===== config.mk =====
export PLATFORM = sky130hd
export DESIGN_NAME = spi_reg_top
export DESIGN_NICKNAME = d
export VERILOG_FILES = /design/src/logic/spi_pkg.sv /design/src/logic/sclk_edge_detect.sv /design/src/logic/spi_shift_reg.sv /design/src/logic/spi_comm.sv /design/src/logic/spi_reg_bank.sv /design/src/logic/spi_reg_top.sv
export SDC_FILE = /design/constraint.sdc
export NUM_CORES = 1
export LEC_CHECK = 0
export BUFFER_PORTS_ARGS = -buffer_cell sky130_fd_sc_hd__buf_2
export CAP_MARGIN = 5
export CORE_UTILIZATION = 47
export DETAILED_ROUTE_END_ITERATION = 16
export GPL_TIMING_DRIVEN = 1
export PLACE_DENSITY = 0.68
export SLEW_MARGIN = 5
export SYNTH_ARGS = -nofsm -noshare
export SYNTH_HDL_FRONTEND = slang
export SYNTH_HIERARCHICAL = 1
export SYNTH_SLANG_ARGS = --single-unit

===== constraint.sdc =====
create_clock -name clk -period 5.2 [get_ports clk]
set_input_delay 0.26 -clock clk [delete_from_list [all_inputs] [get_ports clk]]
set_output_delay 0.26 -clock clk [all_outputs]
set_load 0.02 [all_outputs]

===== src/logic/spi_pkg.sv =====
// SPI register slave
// Shared types and constants
package spi_pkg;

    // Basic widths
    typedef logic [7:0] byte_t;      // One data byte
    typedef logic [4:0] reg_addr_t;  // Register address, 32 entries
    typedef logic [3:0] bit_cnt_t;   // Bits seen in current byte, 0..8
    typedef logic [4:0] byte_cnt_t;  // Data bytes still expected in frame

    // Bank size and synchronizer depth
    localparam int REG_COUNT   = 32;
    localparam int SYNC_STAGES = 2;

    // Sent on MISO while command and length bytes are shifted
    localparam byte_t IDLE_PATTERN = 8'hA5;

    // Command byte layout, MSB first
    typedef struct packed {
        logic      long_fmt;  // 1 = length byte follows
        logic      read;      // 1 = master reads the bank
        logic      rsvd;      // Ignored
        reg_addr_t addr;      // Start address
    } spi_cmd_t;

    // Write strobe into the register bank
    typedef struct packed {
        logic      en;    // One-cycle write enable
        reg_addr_t addr;  // Target register
        byte_t     data;  // Value to store
    } reg_wr_t;

    // Frame controller states
    typedef enum logic [2:0] {
        SPI_IDLE,   // Waiting for SS fall
        SPI_LOAD,   // Transmit byte goes into the shifter
        SPI_TRANS,  // Byte is being shifted
        SPI_SAVE,   // Parse the byte or issue the write
        SPI_BACK,   // Turnaround before the next byte
        SPI_RST     // Frame end, flag result
    } spi_state_e;

endpackage


===== src/logic/sclk_edge_detect.sv =====
// SPI input synchronizer and edge detector
`timescale 1ns/10ps

module sclk_edge_detect import spi_pkg::*; (
    input  logic clk,
    input  logic rst,
    input  logic sclk,        // Raw SPI clock
    input  logic ss,          // Raw slave select, active low
    input  logic mosi,        // Raw master data
    output logic sclk_rise,   // One-cycle pulse per SCLK rise
    output logic sclk_fall,   // One-cycle pulse per SCLK fall
    output logic ss_fall,     // Frame start pulse
    output logic ss_rise,     // Frame end pulse
    output logic ss_level,    // Synchronized SS, aligned with the pulses
    output logic mosi_sync    // MOSI delayed to match the edge pulses
);

    logic [SYNC_STAGES-1:0] sclk_meta;  // Synchronizer chains, newest bit at 0
    logic [SYNC_STAGES-1:0] ss_meta;
    logic [SYNC_STAGES-1:0] mosi_meta;
    logic                   sclk_d;     // Previous synchronized SCLK

    always_ff @(posedge clk) begin
        if (rst) begin
            sclk_meta <= '0;  // SCLK idles low in mode 1
            ss_meta   <= '1;  // Slave not selected
            mosi_meta <= '0;
            sclk_d    <= 1'b0;
            ss_level  <= 1'b1;
            mosi_sync <= 1'b0;
            sclk_rise <= 1'b0;
            sclk_fall <= 1'b0;
            ss_fall   <= 1'b0;
            ss_rise   <= 1'b0;
        end else begin
            sclk_meta <= {sclk_meta[SYNC_STAGES-2:0], sclk};
            ss_meta   <= {ss_meta[SYNC_STAGES-2:0], ss};
            mosi_meta <= {mosi_meta[SYNC_STAGES-2:0], mosi};

            // Third stage, compare against the delayed copy
            sclk_d    <= sclk_meta[SYNC_STAGES-1];
            sclk_rise <= sclk_meta[SYNC_STAGES-1] & ~sclk_d;
            sclk_fall <= ~sclk_meta[SYNC_STAGES-1] & sclk_d;

            ss_level  <= ss_meta[SYNC_STAGES-1];
            ss_fall   <= ~ss_meta[SYNC_STAGES-1] & ss_level;
            ss_rise   <= ss_meta[SYNC_STAGES-1] & ~ss_level;

            mosi_sync <= mosi_meta[SYNC_STAGES-1];  // Same 3-cycle latency
        end
    end

endmodule


===== src/logic/spi_shift_reg.sv =====
// SPI byte shifter, mode 1
`timescale 1ns/10ps

module spi_shift_reg import spi_pkg::*; (
    input  logic  clk,
    input  logic  rst,
    input  logic  load,       // Take tx_byte, restart bit count
    input  byte_t tx_byte,
    input  logic  sclk_rise,  // Launch edge in mode 1
    input  logic  sclk_fall,  // Capture edge in mode 1
    input  logic  mosi,
    output logic  miso,
    output byte_t rx_byte,
    output logic  byte_done   // Pulse after the 8th capture
);

    // Count at which the last bit of a byte is captured
    localparam bit_cnt_t LAST_BIT = bit_cnt_t'($bits(byte_t) - 1);

    byte_t    tx_sr;    // Outgoing bits, MSB first
    byte_t    rx_sr;    // Incoming bits, MSB first
    bit_cnt_t bit_cnt;

    assign rx_byte = rx_sr;  // Valid from byte_done on until the next fall

    // Data path
    always_ff @(posedge clk) begin
        if (load) begin
            tx_sr <= tx_byte;
        end else if (sclk_rise) begin
            tx_sr <= {tx_sr[6:0], 1'b0};
        end

        if (sclk_fall) begin
            rx_sr <= {rx_sr[6:0], mosi};
        end
    end

    // Control and output pin
    always_ff @(posedge clk) begin
        if (rst) begin
            miso      <= 1'b0;
            bit_cnt   <= '0;
            byte_done <= 1'b0;
        end else begin
            if (sclk_rise) begin
                miso <= tx_sr[7];  // MSB goes out first
            end

            if (load) begin
                bit_cnt <= '0;
            end else if (sclk_fall) begin
                bit_cnt <= bit_cnt + 1'b1;
            end

            // Count reaches 8 on this fall
            byte_done <= sclk_fall && (bit_cnt == LAST_BIT);
        end
    end

endmodule


===== src/logic/spi_comm.sv =====
// SPI frame controller
// Command parsing, byte counting and register access
`timescale 1ns/10ps

module spi_comm import spi_pkg::*; (
    input  logic      clk,
    input  logic      rst,
    input  logic      ss_fall,
    input  logic      ss_rise,
    input  logic      ss_level,
    input  logic      byte_done,
    input  byte_t     rx_byte,
    output logic      load,         // Shifter load strobe
    output byte_t     tx_byte,      // Next byte for MISO
    output reg_wr_t   spi_wr,       // Bank write strobe
    output reg_addr_t spi_rd_addr,
    input  byte_t     spi_rd_data,  // Combinational bank read
    output logic      err,          // Last frame aborted
    output logic      busy,
    output logic      frame_done    // Last frame completed
);

    spi_state_e state;
    spi_state_e state_nxt;

    spi_cmd_t  cmd;           // Command of the current frame
    spi_cmd_t  rx_cmd;        // Received byte seen as a command
    reg_addr_t run_addr;      // Address of the next data byte
    byte_cnt_t remaining;     // Data bytes still announced
    logic      cmd_done;      // Command byte parsed
    logic      in_data;       // Length parsed too, now in data phase
    logic      frame_active;  // Set between SS fall and frame end
    logic      frame_complete;
    logic      data_valid;    // Current data byte is within the count

    assign rx_cmd         = spi_cmd_t'(rx_byte);
    assign data_valid     = in_data && (remaining != '0);
    assign frame_complete = in_data && (remaining == '0);

    assign load        = (state == SPI_LOAD);
    assign busy        = (state != SPI_IDLE);
    assign spi_rd_addr = run_addr;

    // Write strobe only during SAVE of a counted data byte
    always_comb begin
        spi_wr.en   = (state == SPI_SAVE) && data_valid && !cmd.read;
        spi_wr.addr = run_addr;
        spi_wr.data = rx_byte;
    end

    // Transmit byte, sampled by the shifter in LOAD
    always_comb begin
        if (frame_complete) begin
            tx_byte = '0;  // Count used up
        end else if (in_data && cmd.read) begin
            tx_byte = spi_rd_data;
        end else begin
            tx_byte = IDLE_PATTERN;  // Command, length or write data
        end
    end

    // Next state
    always_comb begin
        state_nxt = state;
        case (state)
            SPI_IDLE: begin
                if (ss_fall) begin
                    state_nxt = SPI_LOAD;
                end
            end
            SPI_LOAD:  state_nxt = SPI_TRANS;
            SPI_TRANS: begin
                if (byte_done) begin
                    state_nxt = SPI_SAVE;
                end
            end
            SPI_SAVE:  state_nxt = SPI_BACK;
            SPI_BACK:  state_nxt = ss_level ? SPI_RST : SPI_LOAD;
            SPI_RST: begin
                if (ss_level) begin
                    state_nxt = SPI_IDLE;  // Wait for SS high after reset
                end
            end
            default:   state_nxt = SPI_RST;
        endcase

        // SS release ends the frame from anywhere
        if (ss_rise && (state != SPI_IDLE)) begin
            state_nxt = SPI_RST;
        end
    end

    // Control state
    always_ff @(posedge clk) begin
        if (rst) begin
            state        <= SPI_RST;
            cmd_done     <= 1'b0;
            in_data      <= 1'b0;
            remaining    <= '0;
            frame_active <= 1'b0;
            err          <= 1'b0;
            frame_done   <= 1'b0;
        end else begin
            state      <= state_nxt;
            frame_done <= 1'b0;
            case (state)
                SPI_IDLE: begin
                    if (ss_fall) begin
                        err          <= 1'b0;  // Cleared by the next frame
                        frame_active <= 1'b1;
                        cmd_done     <= 1'b0;
                        in_data      <= 1'b0;
                        remaining    <= '0;
                    end
                end
                SPI_SAVE: begin
                    if (!cmd_done) begin
                        cmd_done <= 1'b1;
                        if (!rx_cmd.long_fmt) begin
                            in_data   <= 1'b1;  // Short format, one byte
                            remaining <= byte_cnt_t'(1);
                        end
                    end else if (!in_data) begin
                        in_data   <= 1'b1;
                        remaining <= rx_byte[4:0];  // Length byte
                    end else if (data_valid) begin
                        remaining <= remaining - 1'b1;
                    end
                end
                SPI_RST: begin
                    if (frame_active) begin  // Nothing to report after reset
                        frame_active <= 1'b0;
                        err          <= !frame_complete;
                        frame_done   <= frame_complete;
                    end
                end
                default: ;
            endcase
        end
    end

    // Command and running address
    always_ff @(posedge clk) begin
        if (state == SPI_SAVE) begin
            if (!cmd_done) begin
                cmd      <= rx_cmd;
                run_addr <= rx_cmd.addr;
            end else if (data_valid) begin
                run_addr <= run_addr + 1'b1;  // Wraps modulo 32
            end
        end
    end

endmodule


===== src/logic/spi_reg_bank.sv =====
// Byte register bank
`timescale 1ns/10ps

module spi_reg_bank import spi_pkg::*; (
    input  logic      clk,
    input  logic      rst,
    input  reg_wr_t   spi_wr,        // Write from the SPI side
    input  reg_wr_t   host_wr,       // Write from local logic
    input  reg_addr_t spi_rd_addr,
    output byte_t     spi_rd_data,
    input  reg_addr_t host_addr,
    output byte_t     host_rd_data
);

    byte_t regs [REG_COUNT];

    // One write per cycle, SPI side first
    always_ff @(posedge clk) begin
        if (rst) begin
            for (int i = 0; i < REG_COUNT; i++) begin
                regs[i] <= '0;
            end
        end else if (spi_wr.en) begin
            regs[spi_wr.addr] <= spi_wr.data;
        end else if (host_wr.en) begin
            regs[host_wr.addr] <= host_wr.data;  // Dropped on a collision
        end
    end

    // Independent read ports
    assign spi_rd_data  = regs[spi_rd_addr];
    assign host_rd_data = regs[host_addr];

endmodule


===== src/logic/spi_reg_top.sv =====
// SPI slave with register bank
`timescale 1ns/10ps

module spi_reg_top import spi_pkg::*; (
    input  logic      clk,
    input  logic      rst,
    input  logic      sclk,
    input  logic      ss,
    input  logic      mosi,
    output logic      miso,
    input  reg_addr_t host_addr,
    output byte_t     host_rd_data,
    input  reg_wr_t   host_wr,
    output logic      err,
    output logic      busy,
    output logic      frame_done
);

    // Synchronized pins
    logic sclk_rise;
    logic sclk_fall;
    logic ss_fall;
    logic ss_rise;
    logic ss_level;
    logic mosi_sync;

    // Shifter interface
    logic  load;
    byte_t tx_byte;
    byte_t rx_byte;
    logic  byte_done;

    // Bank access from the frame controller
    reg_wr_t   spi_wr;
    reg_addr_t spi_rd_addr;
    byte_t     spi_rd_data;

    sclk_edge_detect sclk_edge_detect_i (
        .clk       (clk),
        .rst       (rst),
        .sclk      (sclk),
        .ss        (ss),
        .mosi      (mosi),
        .sclk_rise (sclk_rise),
        .sclk_fall (sclk_fall),
        .ss_fall   (ss_fall),
        .ss_rise   (ss_rise),
        .ss_level  (ss_level),
        .mosi_sync (mosi_sync)
    );

    spi_shift_reg spi_shift_reg_i (
        .clk       (clk),
        .rst       (rst),
        .load      (load),
        .tx_byte   (tx_byte),
        .sclk_rise (sclk_rise),
        .sclk_fall (sclk_fall),
        .mosi      (mosi_sync),
        .miso      (miso),
        .rx_byte   (rx_byte),
        .byte_done (byte_done)
    );

    spi_comm spi_comm_i (
        .clk         (clk),
        .rst         (rst),
        .ss_fall     (ss_fall),
        .ss_rise     (ss_rise),
        .ss_level    (ss_level),
        .byte_done   (byte_done),
        .rx_byte     (rx_byte),
        .load        (load),
        .tx_byte     (tx_byte),
        .spi_wr      (spi_wr),
        .spi_rd_addr (spi_rd_addr),
        .spi_rd_data (spi_rd_data),
        .err         (err),
        .busy        (busy),
        .frame_done  (frame_done)
    );

    spi_reg_bank spi_reg_bank_i (
        .clk          (clk),
        .rst          (rst),
        .spi_wr       (spi_wr),
        .host_wr      (host_wr),
        .spi_rd_addr  (spi_rd_addr),
        .spi_rd_data  (spi_rd_data),
        .host_addr    (host_addr),
        .host_rd_data (host_rd_data)
    );

endmodule


==> results of run 1 <==
-- routing by layer --
layer	wire [um]	global-route usage, %
met2	20300	38.9
met3	4360	3.39
met1	16600	34.6
met5	0	0
met4	1030	6.54
-- state kept, by name, summed over array words and instances, names as in the netlist, 2 cells and up --
register and cells:
sclk_edge_detect_i/mosi_meta 2, sclk_edge_detect_i/sclk_meta 2, sclk_edge_detect_i/ss_meta 2, spi_comm_i/remaining 5
spi_comm_i/spi_rd_addr 5, spi_comm_i/state 3, spi_reg_bank_i/regs 256, spi_shift_reg_i/bit_cnt 4
spi_shift_reg_i/rx_byte 8, spi_shift_reg_i/tx_sr 8
-- critical path, cell delays in order, from the launching register on --
cell and delay (ns):
dfxtp_1 0.34, inv_1 0.07, ha_1 0.23, or4b_4 0.52, nand2_1 0.11, nor3_1 0.10
or3b_1 0.39, a21oi_1 0.48, nand3_2 0.72, o21bai_1 0.88
-- where the power goes --
part	internal (mW)	switching [mW]
Sequential	2.81	0.0637
Combinational	0.235	0.331
Clock	1.49	0.949
Total	4.53	1.34
-- cell usage in the layout, fill, tap and decap left out, types with 11 or more instances in the layout --
cell type / n
edfxtp_1: 278
nor3_1: 260
mux4_2: 160
buf_4: 39
buf_2: 34
o21bai_1: 33
dfxtp_1: 32
clkbuf_16: 31
nor2_1: 25
mux2_2: 21
a21oi_1: 16
nor2b_1: 11
-- Yosys cell counts, types with 3 or more instances --
master / instances
a21oi_1: 16
nor2b_1: 11
nand3_1: 5
a211oi_1: 3
o21ai_0: 7
xnor2_1: 5
buf_4: 27
nand3_2: 7
buf_6: 4
nor2_1: 25
nand2b_1: 5
o211ai_1: 4
mux2_1: 6
clkbuf_1: 77
ha_1: 3
nor3b_1: 5
o21bai_1: 33
mux2_2: 21
nand4b_1: 4
mux4_2: 160
dfxtp_1: 32
inv_1: 8
buf_1: 14
mux2i_1: 15
buf_2: 24
edfxtp_1: 278
or2_1: 6
nor3_1: 260
nand2_1: 6
-- layout make-up --
| cell class | count | area (um2) |
|---|---|---|
| fillers | 2833 | 16400 |
| repair buffers | 81 | 593 |
| clock inverters | 22 | 323 |
| multi-input cells | 643 | 6760 |
| clock buffers | 35 | 791 |
| inverters | 8 | 30.0 |
| well taps | 455 | 569 |
| flip-flops and latches | 310 | 8990 |
-- logic make-up after synthesis --
kind of cell / Yosys count
muxes: 203
and+or+nand+nor: 354
DFF: 310
AOI/OAI and AO/OA: 76
buffers and inverters: 154
adders and majority gates: 3
xor gates and xnor gates: 7
-- per-stage QoR --
step | power (mW) | std cells | utilization [%] | setup slack (ns)
after floorplan | 3.28 | 1107 | - | 1.70
after CTS | 5.89 | 1554 | 52.4 | 1.06
after global placement | 3.47 | 1494 | 49.1 | 1.17
after detailed placement | 3.48 | 1494 | 49.1 | 1.08
after global routing | 6.02 | 1554 | 52.4 | 0.741
final | 5.87 | 1554 | 52.4 | 0.981
-- path summary, 6_finish.rpt --
path | cells past startpoint | endpoint | start | slack (ns)
worst min-delay path | 3 | spi_reg_bank_i/regs[20][7]$_SDFFCE_PN0P_ | host_wr[7] | 0.31
worst min register to register | 0 | spi_shift_reg_i/rx_byte[0]$_DFFE_PP_ | sclk_edge_detect_i/mosi_sync$_SDFF_PP0_ | 0.41
worst max-delay path | 9 | spi_reg_bank_i/regs[25][6]$_SDFFCE_PN0P_ | spi_comm_i/remaining[0]$_SDFFE_PP0P_ | 0.98
worst max register to register | 9 | spi_reg_bank_i/regs[25][6]$_SDFFCE_PN0P_ | spi_comm_i/remaining[0]$_SDFFE_PP0P_ | 0.98
==> run metrics, run 1 <==
status=completed; Area growth syn-to-layout=10.2%; via count=10300; RSZ-0062 raised after global routing=no; MaxCap Viol Count=0; Yosys reg bits=310; final worst path period need=4.22 ns; Avg Cell Area, Syn=approximately 15 um2; Final setup viols=0; HP Class=input port to flip-flop; Mapped Area=16400 um2; Setup TNS Final=0 ns; pin count of the biggest net entering global routing=55; die width=189 um; Peak VDD IR=0.240 mV; number of buffers added on ports=35; kind of critical path=flip-flop to flip-flop; gr ovfl total=0; n_diodes=0; # rows=68; GP Congestion=0.859; Compound-Gate Fraction of Synth Area=roughly 3.2%; top cell type's share of synthesized area=51.0%; Die H=189 um; DRC Markers=0; sequential share of the synthesized area=54.9%; Area after DPL=around 17000 um2; Clk Latency, worst-skew pair=0.58 ns; Clock Sinks=310; max_slew headroom=35.0%; CTS tree=done; actual slew at the worst max-slew pin=0.955 ns; initial antenna violation count=0; nets=1102; Critical Path Sink Type=flip-flop; Max Freq=approximately 240 MHz; Detailed Route Iter0 Violations=1408; Critical Path Fanout Max=36; leading area contributor after synthesis=edfxtp_1; required time worst endpoint=5.40 ns; Post-synth EDFFs=278; synth top area cells=edfxtp_1, mux4_2, nor3_1; Synth Area in XOR/XNOR=0.374%; first-pass GRT wire length=63800 um; post_cts resized=0; total setup buffers inserted after CTS=0; YS warnings=6; hpwl dp=28900 um; mean number of vias per cell=6.62; Cells after Synth=1107; worst-case clock buffer depth=3; post-synthesis simple-gate area fraction=11.9%; synthesized net count=1134; Final Cycle Share=roughly 81%; share of cells above drive strength 1=between 30% and 40%; starting density of the core=47.5%; Crit path arrival time=4.42 ns; Clock Tree Root=clkbuf_16; io pins=36; wire per inst=between 20 and 30 um; CTS H-tree depth=1; CTS Hold Bufs=3; Routed WL=42300 um; Worst Setup Start Kind=flip-flop; Slew Limit Fails=0; leak pwr=5.75 nW; Worst-path clk slew=approximately 0.060 ns; TritonCTS Buffers=31; final hold vios=0; combinational family with the most area after synthesis=multiplexers; vias in the first global route=~9900; Post-DRT Antenna Nets=0; power per standard cell area=325 nW/um2; Fin Hold WS=approximately 0.31 ns; post-synth cell types=58; first drt pass iteration count=5; ys flop type=edfxtp_1; DIE AREA=35600 um2; post-synthesis mux area share=24.9%; All-Layer GR Usage=24.2%; Final Skew=0.0188 ns; post-route design area=about 18000 um2; ys async rst share=0%; Post-Synth Adder-Cell Area=0.229%; Core Box Area=between 30000 and 40000 um2
No activity file was read; power rests on OpenSTA's default activity.
==> run 2: changes to the inputs <==
==> constraint.sdc (replaced) <==
create_clock -name clk -period 3.9 [get_ports clk]
set_input_delay 0.195 -clock clk [delete_from_list [all_inputs] [get_ports clk]]
set_output_delay 0.195 -clock clk [all_outputs]
set_load 0.02 [all_outputs]
==> run metrics, run 2 (same netlist as run 1, synthesis figures left out) <==
worst-case clock buffer depth=3; Die H=189 um; io pins=36; Crit path arrival time=3.85 ns; initial antenna violation count=1; min-delay src=ss; required time worst endpoint=4.19 ns; final hold vios=0; flop2flop setup slack=0.34 ns; Slew Limit Fails=0; Biggest register=spi_reg_bank_i/regs; Final Skew=0.0225 ns; most common cell after layout, fill and taps aside=edfxtp_1; Critical Path Sink Type=flip-flop; CTS H-tree depth=1; commonest non-fill, non-tap cells in the layout=edfxtp_1, nor3_1, mux4_2; Core Box Area=34500 um2; Comb power frac=between 10% and 20%; pin count of the biggest net entering global routing=65; mean number of vias per cell=between 6 and 7; RSZ-0062 raised after global routing=no; Worst Setup Start Kind=flip-flop; MaxCap Viol Count=0; Worst-path clk slew=about 0.06 ns; final worst path period need=3.56 ns; vias in the first global route=10400; number of buffers added on ports=35; CTS tree=done; die width=approximately 190 um; status=completed; Worst R2R End=spi_reg_bank_i/regs[7][6]$_SDFFCE_PN0P_; Critical Path Fanout Max=21; hold depth=3; nets=between 1000 and 1500; cell-internal power=5.81 mW; hpwl dp=between 20000 and 30000 um; kind of critical path=flip-flop to flip-flop; Reg2Reg Depth=10; Reg-to-Reg Start=spi_comm_i/remaining[0]$_SDFFE_PP0P_; Routed WL=43000 um; Final WS setup=0.341 ns; Final Util=a little over half; Sw Share=23.9%; via count=~10000; starting density of the core=47.5%; Clock Tree Root=clkbuf_16; Post-DRT Antenna Nets=0; Largest register FFs=256; part of the power in registers=50.0%; Final Cycle Share=91.3%; Worst Hold Path EP=sclk_edge_detect_i/ss_meta[0]$_SDFF_PP1_; Clock Sinks=310; wire per inst=26.8 um; actual slew at the worst max-slew pin=1.00 ns; All-Layer GR Usage=24.7%; max_slew headroom=33.1%; Final setup viols=0; power per standard cell area=415 nW/um2; post-route design area=18400 um2; first drt pass iteration count=5; # rows=68; HP Class=input port to flip-flop; first-pass GRT wire length=65300 um; DRC Markers=0; Detailed Route Iter0 Violations=1308; GP Congestion=0.859; DIE AREA=between 30000 and 40000 um2; Setup TNS Final=0 ns; Max Freq=281 MHz; Clk Latency, worst-skew pair=between 0.5 and 0.6 ns; gr ovfl total=0; Peak VDD IR=0.279 mV; TritonCTS Buffers=31; clock power share=between 30% and 40%; leak pwr=5.95 nW; total setup buffers inserted after CTS=0; share of cells above drive strength 1=34.1%; switching power=1.82 mW; Area after DPL=17300 um2; pre-CTS setup slack=~0.29 ns; Area growth syn-to-layout=12.2%
## run 2: changes by cell type in the layout (fill, tap and decap cells not counted), sizes merged
cell	before	now
diode	0	1
bufinv	8	4
clkinv	7	8
inv	9	10
buf	78	129
clkinvlp	6	7
clkbuf	35	36
## run 2: worst max-delay path: stages (launching register included)
cell and delay (ns):
dfxtp_1 0.33, inv_1 0.07, ha_1 0.21, or4b_4 0.51, nand2_1 0.11, nor3_1 0.11
nor3b_4 0.44, mux2i_1 0.41, nand2b_2 0.42, o21bai_1 0.43, buf_4 0.22
## run 2: timing repair
item                                    4_1_cts  5_1_grt
hold buffers                                  3        0
endpoints found under the hold margin         3        0
endpoints found under the setup margin        0        8
resized for setup                             0        1
## run 2: per-layer routing
metal  global-route usage, %  wire (um)  vias up
met5                       0          0        -
met4                    6.33       1130        0
met3                    3.91       4440       66
met2                    39.0      20500      576
met1                    35.8      16900     5292
li1                        -          -     4487
## run 2: power groups by stage
stage          registers (mW)  clock network [mW]  logic [mW]
2_1_floorplan            3.85                   0       0.528
3_3_place_gp             3.87                   0       0.790
3_5_place_dp             3.88                   0       0.800
4_1_cts                  3.81                3.05       0.805
5_1_grt                  3.82                3.17       0.847
6_report                 3.81                3.01       0.807
## run 2: stage by stage
| stage | hold WS [ns] | total power [mW] | cells |
|---|---|---|---|
| 6_report | 0.337 | 7.63 | 1606 |
| 5_1_grt | 0.349 | 7.84 | 1605 |
| 4_1_cts | 0.313 | 7.67 | 1605 |
| 3_5_place_dp | 0.374 | 4.68 | 1545 |
| 3_3_place_gp | 0.376 | 4.66 | 1545 |
| 2_1_floorplan | 0.267 | 4.37 | 1107 |
## run 2: how the worst max path moves through the flow
stage / startpoint / to / slack, ns
6_report: spi_comm_i/remaining[0]$_SDFFE_PP0P_ / spi_reg_bank_i/regs[7][6]$_SDFFCE_PN0P_ / 0.34
5_1_grt: spi_comm_i/remaining[0]$_SDFFE_PP0P_ / spi_reg_bank_i/regs[13][5]$_SDFFCE_PN0P_ / 0.05
4_1_cts: spi_comm_i/remaining[0]$_SDFFE_PP0P_ / spi_reg_bank_i/regs[7][6]$_SDFFCE_PN0P_ / 0.27
3_5_place_dp: spi_comm_i/remaining[0]$_SDFFE_PP0P_ / spi_reg_bank_i/regs[6][4]$_SDFFCE_PN0P_ / 0.29
3_3_place_gp: spi_comm_i/remaining[0]$_SDFFE_PP0P_ / spi_reg_bank_i/regs[7][6]$_SDFFCE_PN0P_ / 0.40
2_1_floorplan: spi_comm_i/remaining[0]$_SDFFE_PP0P_ / spi_reg_bank_i/regs[14][0]$_SDFFCE_PN0P_ / 0.40
## run 2: final cells by class
cell class	count	area [um2]
antenna	1	2.50
clock buffer	36	795
clock inverter	21	226
fill	2780	16100
inverter	8	30.0
multi-input combinational	643	6760
sequential	310	8990
tap	455	569
timing repair buffer	132	1000
==> run 3: changes to the inputs <==
--- a/config.mk
+++ b/config.mk
@@ -10,6 +10,7 @@
 export CORE_UTILIZATION = 47
 export DETAILED_ROUTE_END_ITERATION = 16
 export GPL_TIMING_DRIVEN = 1
+export MAX_ROUTING_LAYER = met4
 export PLACE_DENSITY = 0.68
 export SLEW_MARGIN = 5
 export SYNTH_ARGS = -nofsm -noshare
==> run metrics, run 3 (same netlist as run 1, synthesis figures left out) <==
Fillers=about 2800; Final Cycle Share=91.9%; starting density of the core=around 48%; Setup TNS Final=0 ns; # rows=68; final hold vios=0; commonest non-fill, non-tap cells in the layout=edfxtp_1, nor3_1, mux4_2; first drt pass iteration count=5; Slew Limit Fails=0; TritonCTS Buffers=31; Final Skew=0.0240 ns; Crit path arrival time=~3.9 ns; GRT met2 Usage=39.4%; GP Congestion=about 0.87; CTS H-tree depth=1; Area growth syn-to-layout=12.2%; Clock Sinks=310; Critical Path Fanout Max=21; initial antenna violation count=0; Detailed Route Iter0 Violations=roughly 1300; Worst-path clk slew=0.07 ns; nets=1153; Comb power frac=about a tenth; Peak VDD IR=between 0.2 and 0.3 mV; die width=189 um; Routed WL=43200 um; Biggest register=spi_reg_bank_i/regs; worst-case clock buffer depth=3; Die H=between 150 and 200 um; HP Class=input port to flip-flop; CTS tree=done; Critical Path Sink Type=flip-flop; share of cells above drive strength 1=approximately 34%; Worst Setup Start Kind=flip-flop; mean number of vias per cell=6.58; DIE AREA=35600 um2; Post-DRT Antenna Nets=0; wire per inst=26.9 um; status=completed; number of buffers added on ports=35; actual slew at the worst max-slew pin=1.02 ns; RSZ-0062 raised after global routing=no; Final setup viols=0; Clock Tree Root=clkbuf_16; All-Layer GR Usage=25.5%; Sw Share=between 20% and 30%; first-pass GRT wire length=65300 um; hpwl dp=28700 um; DRC Markers=0; kind of critical path=flip-flop to flip-flop; leak pwr=roughly 6.0 nW; MaxCap Viol Count=0; cell-internal power=approximately 5.8 mW; pin count of the biggest net entering global routing=65; vias in the first global route=between 10000 and 15000; final worst path period need=roughly 3.6 ns; io pins=36; Core Box Area=around 34000 um2; Largest register FFs=256; gr ovfl total=0; max_slew headroom=32.2%; required time worst endpoint=between 4 and 5 ns; Global Route met1 Usage=36.4%; part of the power in registers=49.9%; clock power share=39.5%; via count=10600; GR peak layer=met2; overall power=approximately 7.6 mW; grt met3 use=2.91%; power per standard cell area=around 420 nW/um2; most common cell after layout, fill and taps aside=edfxtp_1; switching power=1.83 mW; Fin Hold WS=0.334 ns; Clk Latency, worst-skew pair=0.58 ns; Max Freq=between 200 and 300 MHz
[run 3: cell counts in the layout (fill, tap and decap cells not counted)]
Identical to the previous run, type by type.
[run 3: path summary, 6_finish.rpt]
check / start / slack [ns] / end / cells after the start
max reg2reg: spi_comm_i/remaining[0]$_SDFFE_PP0P_ / 0.32 / spi_reg_bank_i/regs[6][3]$_SDFFCE_PN0P_ / 11
min reg2reg: sclk_edge_detect_i/mosi_sync$_SDFF_PP0_ / 0.40 / spi_shift_reg_i/rx_byte[0]$_DFFE_PP_ / 0
min: ss / 0.33 / sclk_edge_detect_i/ss_meta[0]$_SDFF_PP1_ / 3
max: spi_comm_i/remaining[0]$_SDFFE_PP0P_ / 0.32 / spi_reg_bank_i/regs[6][3]$_SDFFCE_PN0P_ / 11
[run 3: metal layers]
layer	vias to the layer above	part of all wire, %
met5	-	0
met4	0	2.4
met3	68	9.6
met2	621	48
met1	5394	40
li1	4484	-
[run 3: critical path: stages (launching register included)]
cell,delay (ns)
dfxtp_1,0.34
inv_1,0.07
ha_1,0.21
or4b_4,0.51
nand2_1,0.11
nor3_1,0.11
nor3b_4,0.44
mux2i_2,0.42
nand3_2,0.37
buf_4,0.35
o21bai_1,0.16
buf_4,0.20
[run 3: per-stage QoR]
stage	instances	setup slack, ns	cell area (um2)	utilization, %
floorplan	1107	0.402	16400	-
global placement	1545	0.405	17300	50.3
detailed placement	1545	0.288	17300	50.3
CTS	1605	0.268	18400	53.3
global route	1605	0.0455	18400	53.3
finish	1606	0.317	18400	53.3
[run 3: area by class of cell]
| cell class | count | area (um2) | share of cell area [%] |
|---|---|---|---|
| inverters | 8 | 30.0 | 0.163 |
| repair buffers | 132 | 1000 | 5.45 |
| flip-flops and latches | 310 | 8990 | 48.9 |
| well taps | 455 | 569 | 3.10 |
| diodes | 1 | 2.50 | 0.0136 |
| multi-input cells | 643 | 6760 | 36.8 |
| clock buffers | 36 | 795 | 4.32 |
| clock inverters | 21 | 226 | 1.23 |
[run 3: repair_timing]
action / 4_1_cts / 5_1_grt
gates resized for setup: 0 / 1
buffers inserted: 0 / 0
endpoints found under the setup margin: 0 / 8
endpoints found under the hold margin: 3 / 0
hold buffers: 3 / 0
[run 3: power groups by stage]
stage	Combinational [mW]	Clock (mW)	Sequential (mW)
2_1_floorplan	0.528	0	3.85
3_3_place_gp	0.790	0	3.87
3_5_place_dp	0.800	0	3.88
4_1_cts	0.805	3.05	3.81
5_1_grt	0.846	3.17	3.82
6_report	0.808	3.02	3.81
